[src/verilog/mem_access_pkg.sv]
/* Access sizes, data types and the request/response words that pass between the
   requester lanes, the arbiter and the bus manager */
`default_nettype none

package mem_access_pkg;

    // Encoding matches the core's load/store unit
    typedef enum logic [1:0] {
        SIZE_BYTE     = 2'b00,
        SIZE_HALFWORD = 2'b01,
        SIZE_WORD     = 2'b10
    } size_e;

    typedef logic [31:0] paddr_t; // Byte address
    typedef logic [31:0] word_t;  // One bus word
    typedef logic [3:0]  strb_t;  // One enable per byte lane

    // Request as the bus sees it
    typedef struct packed {
        logic   wen;   // 1 for store
        paddr_t addr;  // Word aligned
        strb_t  strb;  // Bytes touched by a store
        word_t  wdata; // Sub-word data copied into every lane
    } lane_req_t;

    // Completion as returned by the manager
    typedef struct packed {
        logic  done;  // Single-cycle pulse
        word_t rdata; // Raw word, lane picks its field
        logic  error; // Any response other than OKAY
    } bus_rsp_t;

endpackage

`default_nettype wire

[src/verilog/axi_lite_pkg.sv]
/* AXI4-Lite channel bundles and response codes for the outside bus.
   The manager drives axi_mreq_t and the subordinate answers with axi_srsp_t */
`default_nettype none

package axi_lite_pkg;

    localparam int ID_W   = 4;
    localparam int ADDR_W = 32;
    localparam int DATA_W = 32;
    localparam int STRB_W = DATA_W / 8;

    localparam logic [1:0] BURST_FIXED = 2'b00; // No address increment
    localparam logic [2:0] AXSIZE_4B   = 3'b010; // Full 32 bit beats only

    typedef enum logic [1:0] {
        RESP_OKAY   = 2'b00,
        RESP_EXOKAY = 2'b01,
        RESP_SLVERR = 2'b10,
        RESP_DECERR = 2'b11
    } resp_e;

    // Manager to subordinate
    typedef struct packed {
        logic              awvalid;
        logic [ID_W-1:0]   awid;
        logic [ADDR_W-1:0] awaddr;
        logic [7:0]        awlen;   // Beats minus one
        logic [2:0]        awsize;
        logic [1:0]        awburst;
        logic              wvalid;
        logic [DATA_W-1:0] wdata;
        logic [STRB_W-1:0] wstrb;
        logic              bready;
        logic              arvalid;
        logic [ID_W-1:0]   arid;
        logic [ADDR_W-1:0] araddr;
        logic [7:0]        arlen;
        logic [2:0]        arsize;
        logic [1:0]        arburst;
        logic              rready;
    } axi_mreq_t;

    // Subordinate to manager
    typedef struct packed {
        logic              awready;
        logic              wready;
        logic              arready;
        logic              bvalid;
        logic [ID_W-1:0]   bid;
        resp_e             bresp;
        logic              rvalid;
        logic [ID_W-1:0]   rid;
        logic [DATA_W-1:0] rdata;
        resp_e             rresp;
    } axi_srsp_t;

endpackage

`default_nettype wire

[src/verilog/req_lane.sv]
/* Per-requester lane that turns a load/store into a bus word request and
   registers the completion, error and zero-extended load result */
`timescale 1ns/1ps
`default_nettype none

module req_lane (
    input  wire                         i_clk,
    input  wire                         i_rst_n,
    input  wire                         i_valid,
    input  wire                         i_wen,
    input  mem_access_pkg::size_e       i_size,
    input  mem_access_pkg::paddr_t      i_addr,
    input  mem_access_pkg::word_t       i_wdata,
    input  wire                         i_grant,
    input  mem_access_pkg::bus_rsp_t    i_rsp,
    output logic                        o_req_valid,
    output mem_access_pkg::lane_req_t   o_req,
    output logic                        o_ready,
    output mem_access_pkg::word_t       o_rdata,
    output logic                        o_error
);

    mem_access_pkg::strb_t strb;
    mem_access_pkg::word_t wdata_rep;
    mem_access_pkg::word_t load_data;
    logic                  take;      // Shared completion is ours

    always_comb begin
        case (i_size)
            mem_access_pkg::SIZE_BYTE: begin
                strb      = 4'b0001 << i_addr[1:0];
                wdata_rep = {4{i_wdata[7:0]}};   // Byte lands in whichever lane is enabled
            end
            mem_access_pkg::SIZE_HALFWORD: begin
                strb      = i_addr[1] ? 4'b1100 : 4'b0011;
                wdata_rep = {2{i_wdata[15:0]}};
            end
            default: begin
                strb      = 4'b1111;
                wdata_rep = i_wdata;
            end
        endcase
    end

    assign o_req = '{wen: i_wen, addr: {i_addr[31:2], 2'b00}, strb: strb, wdata: wdata_rep};

    // Hidden while o_ready is up so the arbiter cannot grant the finished access again
    assign o_req_valid = i_valid & ~o_ready;

    // Field select from the raw word, zero extended
    always_comb begin
        case (i_size)
            mem_access_pkg::SIZE_BYTE:     load_data = {24'b0, i_rsp.rdata[8*i_addr[1:0] +: 8]};
            mem_access_pkg::SIZE_HALFWORD: load_data = {16'b0, i_rsp.rdata[16*i_addr[1] +: 16]};
            default:                       load_data = i_rsp.rdata;
        endcase
    end

    assign take = i_rsp.done & i_grant;

    always_ff @(posedge i_clk or negedge i_rst_n) begin
        if (!i_rst_n) begin
            o_ready <= 1'b0;
            o_error <= 1'b0;
        end else begin
            o_ready <= take;                 // One-cycle pulse after done
            o_error <= take & i_rsp.error;
        end
    end

    // Load result stays put until the next load completes
    always_ff @(posedge i_clk) begin
        if (take && !i_wen) o_rdata <= load_data;
    end

endmodule

`default_nettype wire

[src/verilog/rr_arbiter.sv]
/* Round-robin arbiter over the lanes. The grant is registered, held until the
   manager reports done, and selects which lane request goes to the bus */
`timescale 1ns/1ps
`default_nettype none

module rr_arbiter #(
    parameter int NUM_REQUESTERS = 3
) (
    input  wire                                             i_clk,
    input  wire                                             i_rst_n,
    input  wire  [NUM_REQUESTERS-1:0]                       i_valid,
    input  mem_access_pkg::lane_req_t [NUM_REQUESTERS-1:0]  i_req,
    input  wire                                             i_done,
    output logic [NUM_REQUESTERS-1:0]                       o_grant,
    output logic                                            o_valid,
    output mem_access_pkg::lane_req_t                       o_req
);

    localparam int IDX_W = (NUM_REQUESTERS > 1) ? $clog2(NUM_REQUESTERS) : 1;

    logic [IDX_W-1:0]          last_q;    // Lane granted most recently
    logic [IDX_W-1:0]          pick_idx;
    logic [NUM_REQUESTERS-1:0] pick_oh;
    logic                      found;

    // First valid lane after last_q, wrapping
    always_comb begin
        int unsigned idx;
        pick_idx = last_q;
        pick_oh  = '0;
        found    = 1'b0;
        for (int k = 1; k <= NUM_REQUESTERS; k++) begin
            idx = int'(last_q) + k;
            if (idx >= NUM_REQUESTERS) idx = idx - NUM_REQUESTERS;
            if (!found && i_valid[idx]) begin
                found        = 1'b1;
                pick_idx     = IDX_W'(idx);
                pick_oh[idx] = 1'b1;
            end
        end
    end

    always_ff @(posedge i_clk or negedge i_rst_n) begin
        if (!i_rst_n) begin
            o_grant <= '0;
            last_q  <= IDX_W'(NUM_REQUESTERS - 1); // First search starts at lane 0
        end else if (o_grant == '0) begin
            if (found) begin
                o_grant <= pick_oh;
                last_q  <= pick_idx;
            end
        end else if (i_done) begin
            o_grant <= '0;                         // Lane sees done on this same edge
        end
    end

    assign o_valid = |o_grant;
    assign o_req   = i_req[last_q];                // last_q always names the held lane

endmodule

`default_nettype wire

[src/verilog/axi_lite_manager.sv]
/* AXI4-Lite manager FSM that runs one single-beat read or write per request
   and returns the raw read word with a done pulse and an error flag */
`timescale 1ns/1ps
`default_nettype none

module axi_lite_manager #(
    parameter int AXI_ID = 0
) (
    input  wire                           i_clk,
    input  wire                           i_rst_n,
    input  wire                           i_valid,
    input  mem_access_pkg::lane_req_t     i_req,
    input  axi_lite_pkg::axi_srsp_t       i_axi,
    output axi_lite_pkg::axi_mreq_t       o_axi,
    output mem_access_pkg::bus_rsp_t      o_rsp
);

    // Mealy FSM
    typedef enum logic [2:0] {
        IDLE,
        SEND_RADDR,
        GET_RDATA,
        SEND_WADDR,
        SEND_WDATA,
        GET_BRESP
    } state_e;

    state_e state, next_state;

    logic aw_valid;
    logic w_valid;
    logic ar_valid;
    logic r_ready;
    logic done;
    logic err;

    always_ff @(posedge i_clk or negedge i_rst_n) begin
        if (!i_rst_n) state <= IDLE;
        else          state <= next_state;
    end

    always_comb begin
        next_state = state;
        aw_valid   = 1'b0;
        w_valid    = 1'b0;
        ar_valid   = 1'b0;
        r_ready    = 1'b0;
        done       = 1'b0;
        err        = 1'b0;
        case (state)
            IDLE: begin
                if (i_valid) begin
                    if (i_req.wen) begin
                        aw_valid = 1'b1;           // Address and data offered together
                        w_valid  = 1'b1;
                        if (i_axi.awready && i_axi.wready) next_state = GET_BRESP;
                        else if (i_axi.awready)            next_state = SEND_WDATA;
                        else if (i_axi.wready)             next_state = SEND_WADDR;
                    end else begin
                        ar_valid   = 1'b1;
                        next_state = i_axi.arready ? GET_RDATA : SEND_RADDR;
                    end
                end
            end
            SEND_RADDR: begin
                ar_valid = 1'b1;
                if (i_axi.arready) next_state = GET_RDATA;
            end
            GET_RDATA: begin
                r_ready = 1'b1;
                if (i_axi.rvalid) begin
                    done       = 1'b1;
                    err        = (i_axi.rresp != axi_lite_pkg::RESP_OKAY);
                    next_state = IDLE;
                end
            end
            SEND_WADDR: begin
                aw_valid = 1'b1;                   // Data already accepted
                if (i_axi.awready) next_state = GET_BRESP;
            end
            SEND_WDATA: begin
                w_valid = 1'b1;
                if (i_axi.wready) next_state = GET_BRESP;
            end
            GET_BRESP: begin
                if (i_axi.bvalid) begin            // bready is tied high
                    done       = 1'b1;
                    err        = (i_axi.bresp != axi_lite_pkg::RESP_OKAY);
                    next_state = IDLE;
                end
            end
            default: next_state = IDLE;
        endcase
    end

    always_comb begin
        o_axi = '0;

        o_axi.awvalid = aw_valid;
        o_axi.awid    = axi_lite_pkg::ID_W'(AXI_ID);   // Single fixed ID
        o_axi.awaddr  = i_req.addr;                    // Aligned by the lane
        o_axi.awlen   = 8'd0;                          // One beat
        o_axi.awsize  = axi_lite_pkg::AXSIZE_4B;
        o_axi.awburst = axi_lite_pkg::BURST_FIXED;

        o_axi.wvalid  = w_valid;
        o_axi.wdata   = i_req.wdata;
        o_axi.wstrb   = i_req.strb;                    // Sub-word stores via strobes
        o_axi.bready  = 1'b1;

        o_axi.arvalid = ar_valid;
        o_axi.arid    = axi_lite_pkg::ID_W'(AXI_ID);
        o_axi.araddr  = i_req.addr;
        o_axi.arlen   = 8'd0;
        o_axi.arsize  = axi_lite_pkg::AXSIZE_4B;
        o_axi.arburst = axi_lite_pkg::BURST_FIXED;
        o_axi.rready  = r_ready;
    end

    // Raw word goes back untouched, field select happens in the lane
    assign o_rsp = '{done: done, rdata: i_axi.rdata, error: err};

endmodule

`default_nettype wire

[src/verilog/core_mem_port.sv]
/* Core memory port top level. Per-requester lanes share one AXI4-Lite
   manager through a round-robin arbiter */
`timescale 1ns/1ps
`default_nettype none

module core_mem_port #(
    parameter int NUM_REQUESTERS = 3, // Page walker, I-cache and D-cache
    parameter int AXI_ID         = 0
) (
    input  wire                                             i_clk,
    input  wire                                             i_rst_n,
    input  wire  [NUM_REQUESTERS-1:0]                       i_valid,
    input  wire  [NUM_REQUESTERS-1:0]                       i_wen,
    input  mem_access_pkg::size_e  [NUM_REQUESTERS-1:0]     i_size,
    input  mem_access_pkg::paddr_t [NUM_REQUESTERS-1:0]     i_addr,
    input  mem_access_pkg::word_t  [NUM_REQUESTERS-1:0]     i_wdata,
    output logic [NUM_REQUESTERS-1:0]                       o_ready,
    output mem_access_pkg::word_t  [NUM_REQUESTERS-1:0]     o_rdata,
    output logic [NUM_REQUESTERS-1:0]                       o_error,
    input  axi_lite_pkg::axi_srsp_t                         i_axi,
    output axi_lite_pkg::axi_mreq_t                         o_axi
);

    logic [NUM_REQUESTERS-1:0]                      lane_valid;
    mem_access_pkg::lane_req_t [NUM_REQUESTERS-1:0] lane_req;
    logic [NUM_REQUESTERS-1:0]                      grant;
    logic                                           bus_valid;
    mem_access_pkg::lane_req_t                      bus_req;
    mem_access_pkg::bus_rsp_t                       bus_rsp;   // Broadcast to every lane

    for (genvar g = 0; g < NUM_REQUESTERS; g++) begin : g_lane
        req_lane u_lane (
            .i_clk       (i_clk),
            .i_rst_n     (i_rst_n),
            .i_valid     (i_valid[g]),
            .i_wen       (i_wen[g]),
            .i_size      (i_size[g]),
            .i_addr      (i_addr[g]),
            .i_wdata     (i_wdata[g]),
            .i_grant     (grant[g]),
            .i_rsp       (bus_rsp),
            .o_req_valid (lane_valid[g]),
            .o_req       (lane_req[g]),
            .o_ready     (o_ready[g]),
            .o_rdata     (o_rdata[g]),
            .o_error     (o_error[g])
        );
    end

    rr_arbiter #(.NUM_REQUESTERS(NUM_REQUESTERS)) u_arb (
        .i_clk (i_clk), .i_rst_n (i_rst_n),
        .i_valid (lane_valid), .i_req (lane_req), .i_done (bus_rsp.done),
        .o_grant (grant), .o_valid (bus_valid), .o_req (bus_req)
    );

    axi_lite_manager #(.AXI_ID(AXI_ID)) u_mgr (
        .i_clk (i_clk), .i_rst_n (i_rst_n),
        .i_valid (bus_valid), .i_req (bus_req), .i_axi (i_axi),
        .o_axi (o_axi), .o_rsp (bus_rsp)
    );

endmodule

`default_nettype wire

[config.mk]
export PLATFORM = sky130hd
export DESIGN_NAME = core_mem_port
export DESIGN_NICKNAME = d
export VERILOG_FILES = /design/src/verilog/mem_access_pkg.sv /design/src/verilog/axi_lite_pkg.sv /design/src/verilog/req_lane.sv /design/src/verilog/rr_arbiter.sv /design/src/verilog/axi_lite_manager.sv /design/src/verilog/core_mem_port.sv
export SDC_FILE = /design/constraint.sdc
export NUM_CORES = 1
export LEC_CHECK = 0
export BUFFER_PORTS_ARGS = -buffer_cell sky130_fd_sc_hd__clkbuf_2
export CAP_MARGIN = 20
export CORE_AREA = 2 2 191 193
export CTS_CLUSTER_SIZE = 24
export DETAILED_ROUTE_END_ITERATION = 8
export DIE_AREA = 0 0 193 195
export HOLD_SLACK_MARGIN = 0.12
export PLACE_DENSITY = 0.59
export REMOVE_ABC_BUFFERS = 1
export SYNTH_ARGS = -nofsm -noshare
export SYNTH_HDL_FRONTEND = slang
export SYNTH_SLANG_ARGS = --single-unit
[constraint.sdc]
create_clock -name i_clk -period 4.39 [get_ports i_clk]
set_input_delay 0.2195 -clock i_clk [delete_from_list [all_inputs] [get_ports i_clk]]
set_output_delay 0.2195 -clock i_clk [all_outputs]
set_load 0.1 [all_outputs]
== Word level (Yosys, flattened, before mapping) ==
Index checks and enable logic that the tools add are counted.
Cells by class
  add/sub/neg operators: 6
  magnitude comparators: 10
  equal/unequal tests: 16
  shift-type cells: 9
  muxes and demuxes: 67
  bitwise logic cells: 14
  reduce and logical (&&, ||, !) cells: 27
Operators with widths (count)
  32-bit one-hot mux with 2 select lines: 6
  69-bit binary-select mux with 2-bit select: 1
  32-bit by 1-bit greater-or-equal comparator with 1-bit output (second input constant): 3
  32-bit by 2-bit greater-or-equal comparator with 1-bit output (second input constant): 3
  32-bit by 3-bit less-than comparator with 1-bit output (second input constant): 3
  32-bit 2-to-1 mux: 3
  32-bit by 6-bit variable part select with 16-bit output: 3
  32-bit by 6-bit variable part select with 8-bit output: 3
  32-bit by 2-bit subtractor with 32-bit output (second input constant): 3
  69-bit 2-to-1 mux: 1
  3-bit 2-to-1 mux: 16
  4-bit one-hot mux with 2 select lines: 3
  1-bit 2-to-1 mux: 18
  3-bit one-hot mux with 6 select lines: 1
  4-bit 2-to-1 mux: 3
  2-bit inequality test (second input constant): 6
  1-bit by 2-bit << shifter with 4-bit output (first input constant): 3
  1-bit one-hot mux with 2 select lines: 5
  1-bit AND: 9
  1-bit logical AND: 9
  2-bit 2-to-1 mux: 4
  7-bit AND reduction: 1
  2-bit by 2-bit adder with 3-bit output (second input constant): 2
  1-bit binary-select mux with 2-bit select: 3
  19 further kinds: 37
Word-level totals
  register bits after elaboration: 110
  input bits: 255
  output and inout port bits: 241
  word-level logic and storage cells: 161

== Longest topological paths before layout ==
Gate-level depths: netlist of run 1.
  depth in word-level cells: 14
  gate-level depth with buffers: 10
  mapped depth without buffers: 7

== Hierarchy ==
A second synthesis of run 1 with hierarchy kept.
Second synthesis, totals
  cell total of the unflattened synthesis: 1116
  area total of the unflattened synthesis: 10354.9 um^2
Modules (own cells, without submodules)
  req_lane: instances 3, cells an instance 198, area an instance 2235.9 um^2, seq. area each 1011.0 um^2
  rr_arbiter: instances 1, cells an instance 299, area an instance 2000.7 um^2, seq. area each 126.4 um^2
  axi_lite_manager: instances 1, cells an instance 223, area an instance 1646.6 um^2, seq. area each 75.1 um^2

== Worst setup path after synthesis of run 1 ==
OpenSTA, ideal clock, no wires.
  kind: register to output
  start point: reg u_arb.last_q[1]
  end point: out o_axi[112] (netlist name)
  arrival time: 4066 ps
  required time: 4171 ps
  setup slack: 104 ps
  stages on the path, launching flop included: 7
  buffers on the path: 4
  cell sequence: dfstp_2 -> buf_2 -> clkbuf_1 -> buf_2 -> mux2i_1 -> o21ai_0 -> buf_4
RTL lines
  start: declaration: line rr_arbiter.sv:21  | logic [IDX_W-1:0] last_q;
  start signal: assignment: line rr_arbiter.sv:46  | last_q <= IDX_W'(NUM_REQUESTERS - 1);
  start signal: assignment: line rr_arbiter.sv:50  | last_q <= pick_idx;
  end: declaration: line core_mem_port.sv:21  | output axi_lite_pkg::axi_mreq_t o_axi

==> results of run 1 <==
[cells by family (layout without fill, tap and decap cells)]
| family | Yosys count | in the layout | synth area share |
|---|---|---|---|
| flops | 110 | 110 | 0.390 |
| other cells | 2 | 39 | 0.000905 |
| simple gates | 228 | 228 | 0.132 |
| mux | 137 | 137 | 0.169 |
| buf+inv | 157 | 496 | 0.109 |
| compound gates | 245 | 245 | 0.191 |
| fa+ha+maj | 5 | 5 | 0.00754 |
[layout by cell type, fill, tap and decap left out, types with 5 or more instances in the layout]
cell type / n
dfrtp_1: 12
o31ai_1: 6
o22ai_1: 31
clkbuf_16: 9
conb_1: 39
a22oi_1: 8
a221o_1: 17
nand2_1: 86
a22o_1: 27
o21ai_0: 87
and2_1: 52
a21oi_1: 46
inv_1: 13
ha_1: 5
nor2b_1: 7
mux2i_1: 113
edfxtp_1: 96
clkbuf_2: 448
nor2_1: 51
buf_4: 16
mux2_2: 23
[power by group]
part	internal [mW]	switching [mW]	total [mW]
registers	1.24	0.152	1.39
clock network	0.393	0.410	0.803
logic	1.02	5.69	6.71
total	2.66	6.25	8.91
[sequential cells by signal (all words and copies together) (netlist names)]
signal,count
g_lane.u_lane.o_rdata,96
u_arb.o_grant,3
g_lane.u_lane.o_error,3
u_mgr.state,3
g_lane.u_lane.o_ready,3
u_arb.last_q,2
[through the flow]
stage	power, mW	cell area [µm²]	worst slack [ns]
final	8.91	10900	0.822
after global routing	9.21	10900	0.570
after CTS	8.97	10800	0.771
after detailed placement	8.17	10600	1.17
after global placement	8.14	10600	1.16
after floorplan	6.75	7580	-1.56
[routing by layer]
metal / wire, µm / global-route usage
met1: 15500 / 0.242
met2: 20300 / 0.365
met3: 2440 / 0.0261
met4: 538 / 0.0426
met5: 45 / 0
[layout make-up]
class	count	share of cell area
clock buffers	9	0.0207
multi-input cells	654	0.397
clock inverters	7	0.00529
inverters	13	0.00448
flip-flops and latches	110	0.298
repair buffers	467	0.222
well taps	461	0.0530
[final timing paths]
check | from | endpoint | slack (ns) | cells after the start
setup / recovery | u_arb.last_q[0] | o_axi[119] | 0.82 | 5
hold / removal | i_axi[2] | g_lane[2].u_lane.o_rdata[0] | 0.18 | 3
setup reg to reg | u_arb.last_q[1] | u_arb.o_grant[2] | 1.23 | 7
hold reg to reg | u_arb.o_grant[0] | u_arb.o_grant[0] | 0.58 | 2
max in group asynchronous | i_rst_n | u_arb.last_q[1] | 3.75 | 2
min in group asynchronous | i_rst_n | g_lane[1].u_lane.o_error | 0.34 | 2
[worst max-delay path: stages (launching register included)]
cell and delay (ns):
dfrtp_2 0.36, buf_4 0.58, nor2b_4 0.96, nand2_1 0.12, o21ai_0 0.34, clkbuf_2 0.58
==> out/summary.md, run 1 <==
The flow ran to the end, and the final reports show no timing, DRC or antenna violations. Entering global routing, the biggest net connects 68 pins. The fraction of final layout cells with drive strength greater than 1 came out at 0.415.

Fraction of the cycle the final worst path needs: 0.813. The tools report the number of gates resized after CTS as 0. The post-synthesis instance total is 884.

Ranked by total cell area, the synthesized netlist is headed by edfxtp_1 (35%), mux2i_1 (14%), buf_4 (7.1%). The area used by multi-input combinational logic came out at 4320 µm². The biggest area contributor in the post-synthesis netlist is edfxtp_1.

For the pin with the worst max-slew slack, the measured transition is 1.07 ns. Count of endpoints failing hold in the final timing report: 0. Post-CTS timing repair inserted 0 buffers for setup.

For the global placer's final weighted congestion, the log shows 0.858. Setup repair after global routing left no endpoint under its margin. The most used flip-flop cell after synthesis is edfxtp_1. By instance count, the leading cell after synthesis is mux2i_1. The routed design could run at a clock period as short as 3.57 ns. By count the netlist is led by mux2i_1 (113), edfxtp_1 (96), o21ai_0 (87). The detail route stage leaves a number of antenna-violating nets equal to 0. The starting utilization of the core area was 0.234; the total grt overflow was 0. In this run the worst hold path is classified as in2reg. The worst endpoint data arrival time was 3.35 ns; the global routing usage summed across all routing layers was 0.198. In this run the power density over the cells is 818 nW/µm².

The fraction of post-synthesis cell area in the top cell type by area works out to 0.347. Clock transition at the registers of the reported paths: 0.08 ns. Hold is met by 0.180 ns. The standard-cell row count is 69, and the total number of vias is 8269. Registers take 3240 µm². The capturing element type of the critical path was an output port. The run gives 0.00178 V as the maximum ir drop on the vdd rail. On the final layout, the worst clock skew is 0.00950 ns. The logs give 1 for the number of buffers added to fix hold violations after cts and 456 for the first-iteration detailed-routing DRC count. Before antenna repair, the detailed router went through 6 iterations. In the routed design, unresolved DRC markers number 0.

From left edge to right edge, the die measures 193 µm. The floorplan step defined a die boundary enclosing 37600 µm². The count of final max-slew check failures is 0. Estimated wirelength of the detail-placed design: 30800 µm. The antenna cell count is 0.

The synthesized area per cell is 9.39 µm², and the setup TNS is 0 ns. The tools report the number of global-route vias before repair as 8024. The classification of the worst setup path was reg2out. For the number of instances in the placed design, the log shows 1702. The longest clock path from root to sink contains 2 buffers. Proportion of register bits with asynchronous set or reset after synthesis: 0.127.

The finished layout holds 1721 standard cells, fillers aside. For this run, the post-layout net count is 1515. From bottom edge to top edge, the die measures 195 µm.

CTS saw 110 sinks. The signed area change from the synthesized netlist to the final layout is 31.2%. The worst relative slew slack is 0.289, and the filler cell count is 3761. The wire length per cell came out at 22.5 µm.

During I/O placement, the number of pins put on the boundary was 496. The sequential fraction of the synthesis area was 0.390. The netlist uses 56 different library cells.

The number of flops mapped to enable cells by yosys is 96. Static timing analysis puts the maximum clock frequency at 280 MHz. The final cell utilization of the core came out at 0.307. Number of antenna violations at the first check in global routing: 3. Total of warnings raised by yosys: 0. The first global-routing pass estimated 54200 µm of wire. Max-cap violations in this run came to 0.

Clock tree synthesis inserted a total of 9 buffers. The region available for standard cell placement spans 35400 µm². The reported leakage power is 5.08 nW, and the worst endpoint required time is 4.17 ns.

For the number of levels in the clock H-tree, the log shows 3. The tree is rooted in a clkbuf_16. The maximum net fanout on the critical path is 67. The vias per cell came out at 4.80. STA classifies the critical path startpoint as a flip-flop. Wires add up to 38800 µm. The post-synthesis instance area came out at 8300 µm². The count of state elements after synthesis is 110. In this run the tool buffered the top-level ports with 448 buffer cells. TritonCTS built the clock tree. Setup violations remaining at the end of the flow were counted as 0. At the later pin of the worst-skew pair, clock insertion delay measures 0.36 ns.
No activity file was read; power rests on OpenSTA's default activity.
==> run 2: changes to the inputs <==
--- a/config.mk
+++ b/config.mk
@@ -5,14 +5,15 @@
 export SDC_FILE = /design/constraint.sdc
 export NUM_CORES = 1
 export LEC_CHECK = 0
+export ABC_AREA = 1
 export BUFFER_PORTS_ARGS = -buffer_cell sky130_fd_sc_hd__clkbuf_2
 export CAP_MARGIN = 20
-export CORE_AREA = 2 2 191 193
+export CORE_AREA = 2 2 190 192
 export CTS_CLUSTER_SIZE = 24
 export DETAILED_ROUTE_END_ITERATION = 8
-export DIE_AREA = 0 0 193 195
+export DIE_AREA = 0 0 192 194
 export HOLD_SLACK_MARGIN = 0.12
-export PLACE_DENSITY = 0.59
+export PLACE_DENSITY = 0.6
 export REMOVE_ABC_BUFFERS = 1
 export SYNTH_ARGS = -nofsm -noshare
 export SYNTH_HDL_FRONTEND = slang
==> constraint.sdc (replaced) <==
create_clock -name i_clk -period 3.5 [get_ports i_clk]
set_input_delay 0.175 -clock i_clk [delete_from_list [all_inputs] [get_ports i_clk]]
set_output_delay 0.175 -clock i_clk [all_outputs]
set_load 0.1 [all_outputs]
==> run 2 against run 1 <==
  * Highest routed layer unchanged
  * Largest power group unchanged
  * Sequential power rose by 20%
  * Routed wire length rose by 4.1%
  * Global-route usage rose by 1.4 points
  * Clock-buffer cell count did not move
==> out/summary.md, run 2 <==
The most common cell after layout, fill and taps aside was clkbuf_2. Max-capacitance violation count: 0 (unchanged). TritonCTS built the clock tree. For the floorplan die area, the log shows 37200 µm² (-1.0%).

The tools report the part of the power in the clock network as 0.070 (-0.020). The worst reg2reg path depth came out at 11 (+4). The vias per cell was 4.73 (-1.5%).

The maximum net fanout on the critical path was 47 (-30%). After synthesis, the cell types taking the most area are edfxtp_1 (35%), nand2_1 (12%), buf_4 (7.5%). The number of distinct library cell variants in the gate-level netlist after synthesis is 44 (-21%).

The logic gate share of total power is 0.819 (+0.066). Largest register by flop count: g_lane.u_lane.o_rdata. The tools report the largest net degree at the start of global routing as 48 (-29%). The starting utilization of the core area is 0.233 (-0.00180). The beginning of the critical path was u_arb.last_q[0]. The number of flip-flops under the largest register name was 96 (unchanged); the setup-violating endpoint count in the final report was 0 (unchanged). The tools report the CTS root buffer as clkbuf_16.

The minimum clock period was 2.89 ns; the fraction of post-synthesis cell area in the top cell type by area was 0.352 (+0.00440). The post-synthesis instance area is 8190 µm² (-1.3%). The number of levels in the clock H-tree is 3 (unchanged), and the number of antenna violations at the first check in global routing is 8 (+5). The logs give 9290 (+12%) for the total number of vias and 69 (unchanged) for the standard-cell row count. The proportion of register bits with asynchronous set or reset after synthesis was 0.127 (unchanged); the number of design rule violations left after detail routing was 0 (unchanged). The die outline height works out to 194 µm (-0.51%). The logs give 9.32 mW (+49%) for the switching power and 2 (unchanged) for the clock tree buffer depth.

The capturing element type of the critical path was an output port. The tools report the count of nets left with antenna violations after detail routing as 0 (unchanged). The area used by multi-input combinational logic is 3760 µm² (-13%). The total core area was 35200 µm² (-0.49%); the power per cell area was 1210 nW/µm² (+48%). The run gives 15.0 mW (+68%) as the overall power. The maximum ir drop on the vdd rail was 0.00104 V (-42%); the global routing usage summed across all routing layers was 0.211 (+0.0136). The number of flops mapped to enable cells by yosys was 96 (unchanged); the switching part of the total was 0.621 (-0.0804). Worst endpoint required time: 3.32 ns (-0.85 ns). The tools report the estimated wirelength of the detail-placed design as 32000 µm (+3.8%). In this run the most critical hold path is launched from i_axi[28]. The run gives 496 (unchanged) as the number of ports placed on the die boundary. The transition time at the pin with the least slew margin was 1.03 ns (-0.0355 ns); the number of cells traversed by the worst hold path was 3 (unchanged). Setup repair after global routing left no endpoint under its margin. Global placer's final weighted congestion: 0.878 (+2.3%). The logs give 0 (unchanged) for the number of gates resized after CTS and 0.0108 ns (+0.00132 ns) for the worst-case clock skew. Total routed wirelength: 40400 µm (+4.1%).

The run gives 0.313 (+0.0237) as the worst relative slew slack. The library cell with the largest summed area after synthesis was edfxtp_1. In the synthesized netlist the dominant register cell turns out to be edfxtp_1. The count of endpoints failing hold in the final timing report is 0 (unchanged). The count of state elements after synthesis came out at 110 (unchanged).

Type of the most critical hold path: in2reg. The logs give 0 (unchanged) for the total of warnings raised by yosys and 346 MHz for the highest clock rate. Die outline width: 192 µm (-0.52%). For the post-synthesis instance total, the log shows 1086 (+23%).

The clock sink total was 110 (unchanged); the count of input and output buffers was 448 (unchanged). The commonest cells after synthesis are nand2_1 (265), inv_1 (118), o21ai_0 (104). The reported leakage power was 5.99 nW (+18%). The library cells used most frequently in the layout, excluding fill and tap cells, are clkbuf_2 (351), nand2_1 (265), inv_1 (118), o21ai_0 (104), buf_12 (97). The tools report the total internal power as 5.68 mW (+110%). The number of global-route vias before repair was 9183 (+14%); the fraction of final layout cells with drive strength greater than 1 was 0.374 (-0.0412). Critical register-to-register path endpoint: u_arb.o_grant[1]. The logs give 1.05 ns (-0.18 ns) for the reg-to-reg setup timing slack and 650 (+43%) for the first-iteration detailed-routing DRC count. The wire length per cell was 20.6 µm (-8.7%); the clock transition at the registers of the reported paths was 0.08 ns (about the same).

The synthesized area per cell was 7.54 µm² (-20%); the total area of sequential cells was 3240 µm² (-0.12%). The area growth from synthesis to layout is 50.9%. Fraction of the cycle the final worst path needs: 0.825. Classification of the worst setup path: reg2out.

In the post-synthesis netlist, the cell with the most instances is nand2_1. The logs give 0 (unchanged) for the total grt overflow and 1750 (+16%) for the final net count. The count of final max-slew check failures is 0 (unchanged).

The endpoint with the worst hold slack was g_lane[1].u_lane.o_rdata[26]. The worst endpoint data arrival time came out at 2.71 ns (-0.64 ns). The run gives 0 ns (unchanged) as the setup TNS. For the filler cell count, the log shows 3675 (-2.3%).

The worst register-to-register path begins at u_arb.last_q[0]. The first-pass GRT wire length is 57900 µm (+6.7%). The flow ran to the end, and the final reports show no timing, DRC or antenna violations.

The tools report the number of buffers added by the clock tree synthesis step as 9 (unchanged). The tools report the sequential fraction of the synthesis area as 0.395 (+0.00494). The clock network latency to the later pin of the worst-skew pair was 0.37 ns (about the same); the number of iterations in the first detailed-routing pass was 5 (-1). Startpoint kind of the worst setup timing path: a flip-flop. For the proportion of power drawn by flip-flops and latches, the log shows 0.111 (-0.045).
==> run 2: cell types whose count changed after synthesis, moves of 22 or more <==
cell      previous run  this run
a22o_1              27         0
nand3_1              2        54
mux2i_1            113         1
nand2_1             86       265
o22ai_1             31        56
and2_1              52         0
nor2_1              51        73
inv_1               13       118
mux2_2              23         0
o211ai_1             1        43
clkbuf_1            43        16
==> run 2: kinds of logic after synthesis <==
group | Yosys count | share of synthesized area
muxes | 1 | 0.00122
and+or+nand+nor | 430 | 0.228
AOI/OAI and AO/OA | 275 | 0.201
DFF | 110 | 0.395
adders and majority gates | 5 | 0.00764
buffers and inverters | 263 | 0.166
other | 2 | 0.000917
==> run 2: worst max-delay path by stage <==
stage                             to  cells after the start  slack (ns)
after detailed placement   o_axi[40]                      4        0.99
after floorplan           o_axi[104]                      3       -2.36
final                      o_axi[40]                      4        0.61
after global routing       o_axi[18]                      4        0.48
after CTS                  o_axi[40]                      4        0.57
after global placement    o_axi[128]                      4        1.00
==> run 2: layout make-up <==
cell class	instances	area share
antenna	6	0.00121
clock buffer	9	0.0182
clock inverter	7	0.00607
inverter	139	0.0428
multi-input combinational	750	0.304
sequential	110	0.262
tap	461	0.0467
timing repair buffer	480	0.319
==> run 2: stage by stage <==
step	util	instance area [µm²]	worst slack [ns]	hold slack [ns]	cells
floorplan	-	7500	-2.36	-0.121	999
global placement	0.341	12000	1.00	0.104	1937
detailed placement	0.341	12000	0.986	0.116	1937
CTS	0.350	12300	0.570	0.133	1956
global route	0.351	12400	0.476	0.158	1962
finish	0.351	12400	0.614	0.148	1962
==> run 2: power by group through the flow <==
stage / registers (mW) / logic [mW] / clock network [mW]
2_1_floorplan: 2.01 / 7.31 / 0
3_5_place_dp: 1.70 / 12.3 / 0
4_1_cts: 1.67 / 12.4 / 1.07
3_3_place_gp: 1.69 / 12.3 / 0
6_report: 1.67 / 12.3 / 1.05
5_1_grt: 1.68 / 12.7 / 1.12
==> run 2: metal layers <==
layer	part of all wire	vias to the layer above	global-route usage
li1	-	4369	-
met1	0.37	4284	0.241
met2	0.51	555	0.378
met3	0.077	78	0.0402
met4	0.044	4	0.0990
met5	0.00084	-	0
==> run 2: critical path: stages (launching register included) <==
cell     delay (ns)
dfrtp_2        0.69
buf_4          0.50
o21ai_0        0.17
o21ai_1        0.67
buf_12         0.26
==> run 2: what timing repair did <==
action                                 in CTS  in global routing
setup buffers                               0                  0
endpoints found under the hold margin      19                  0
hold buffers                                3                  0
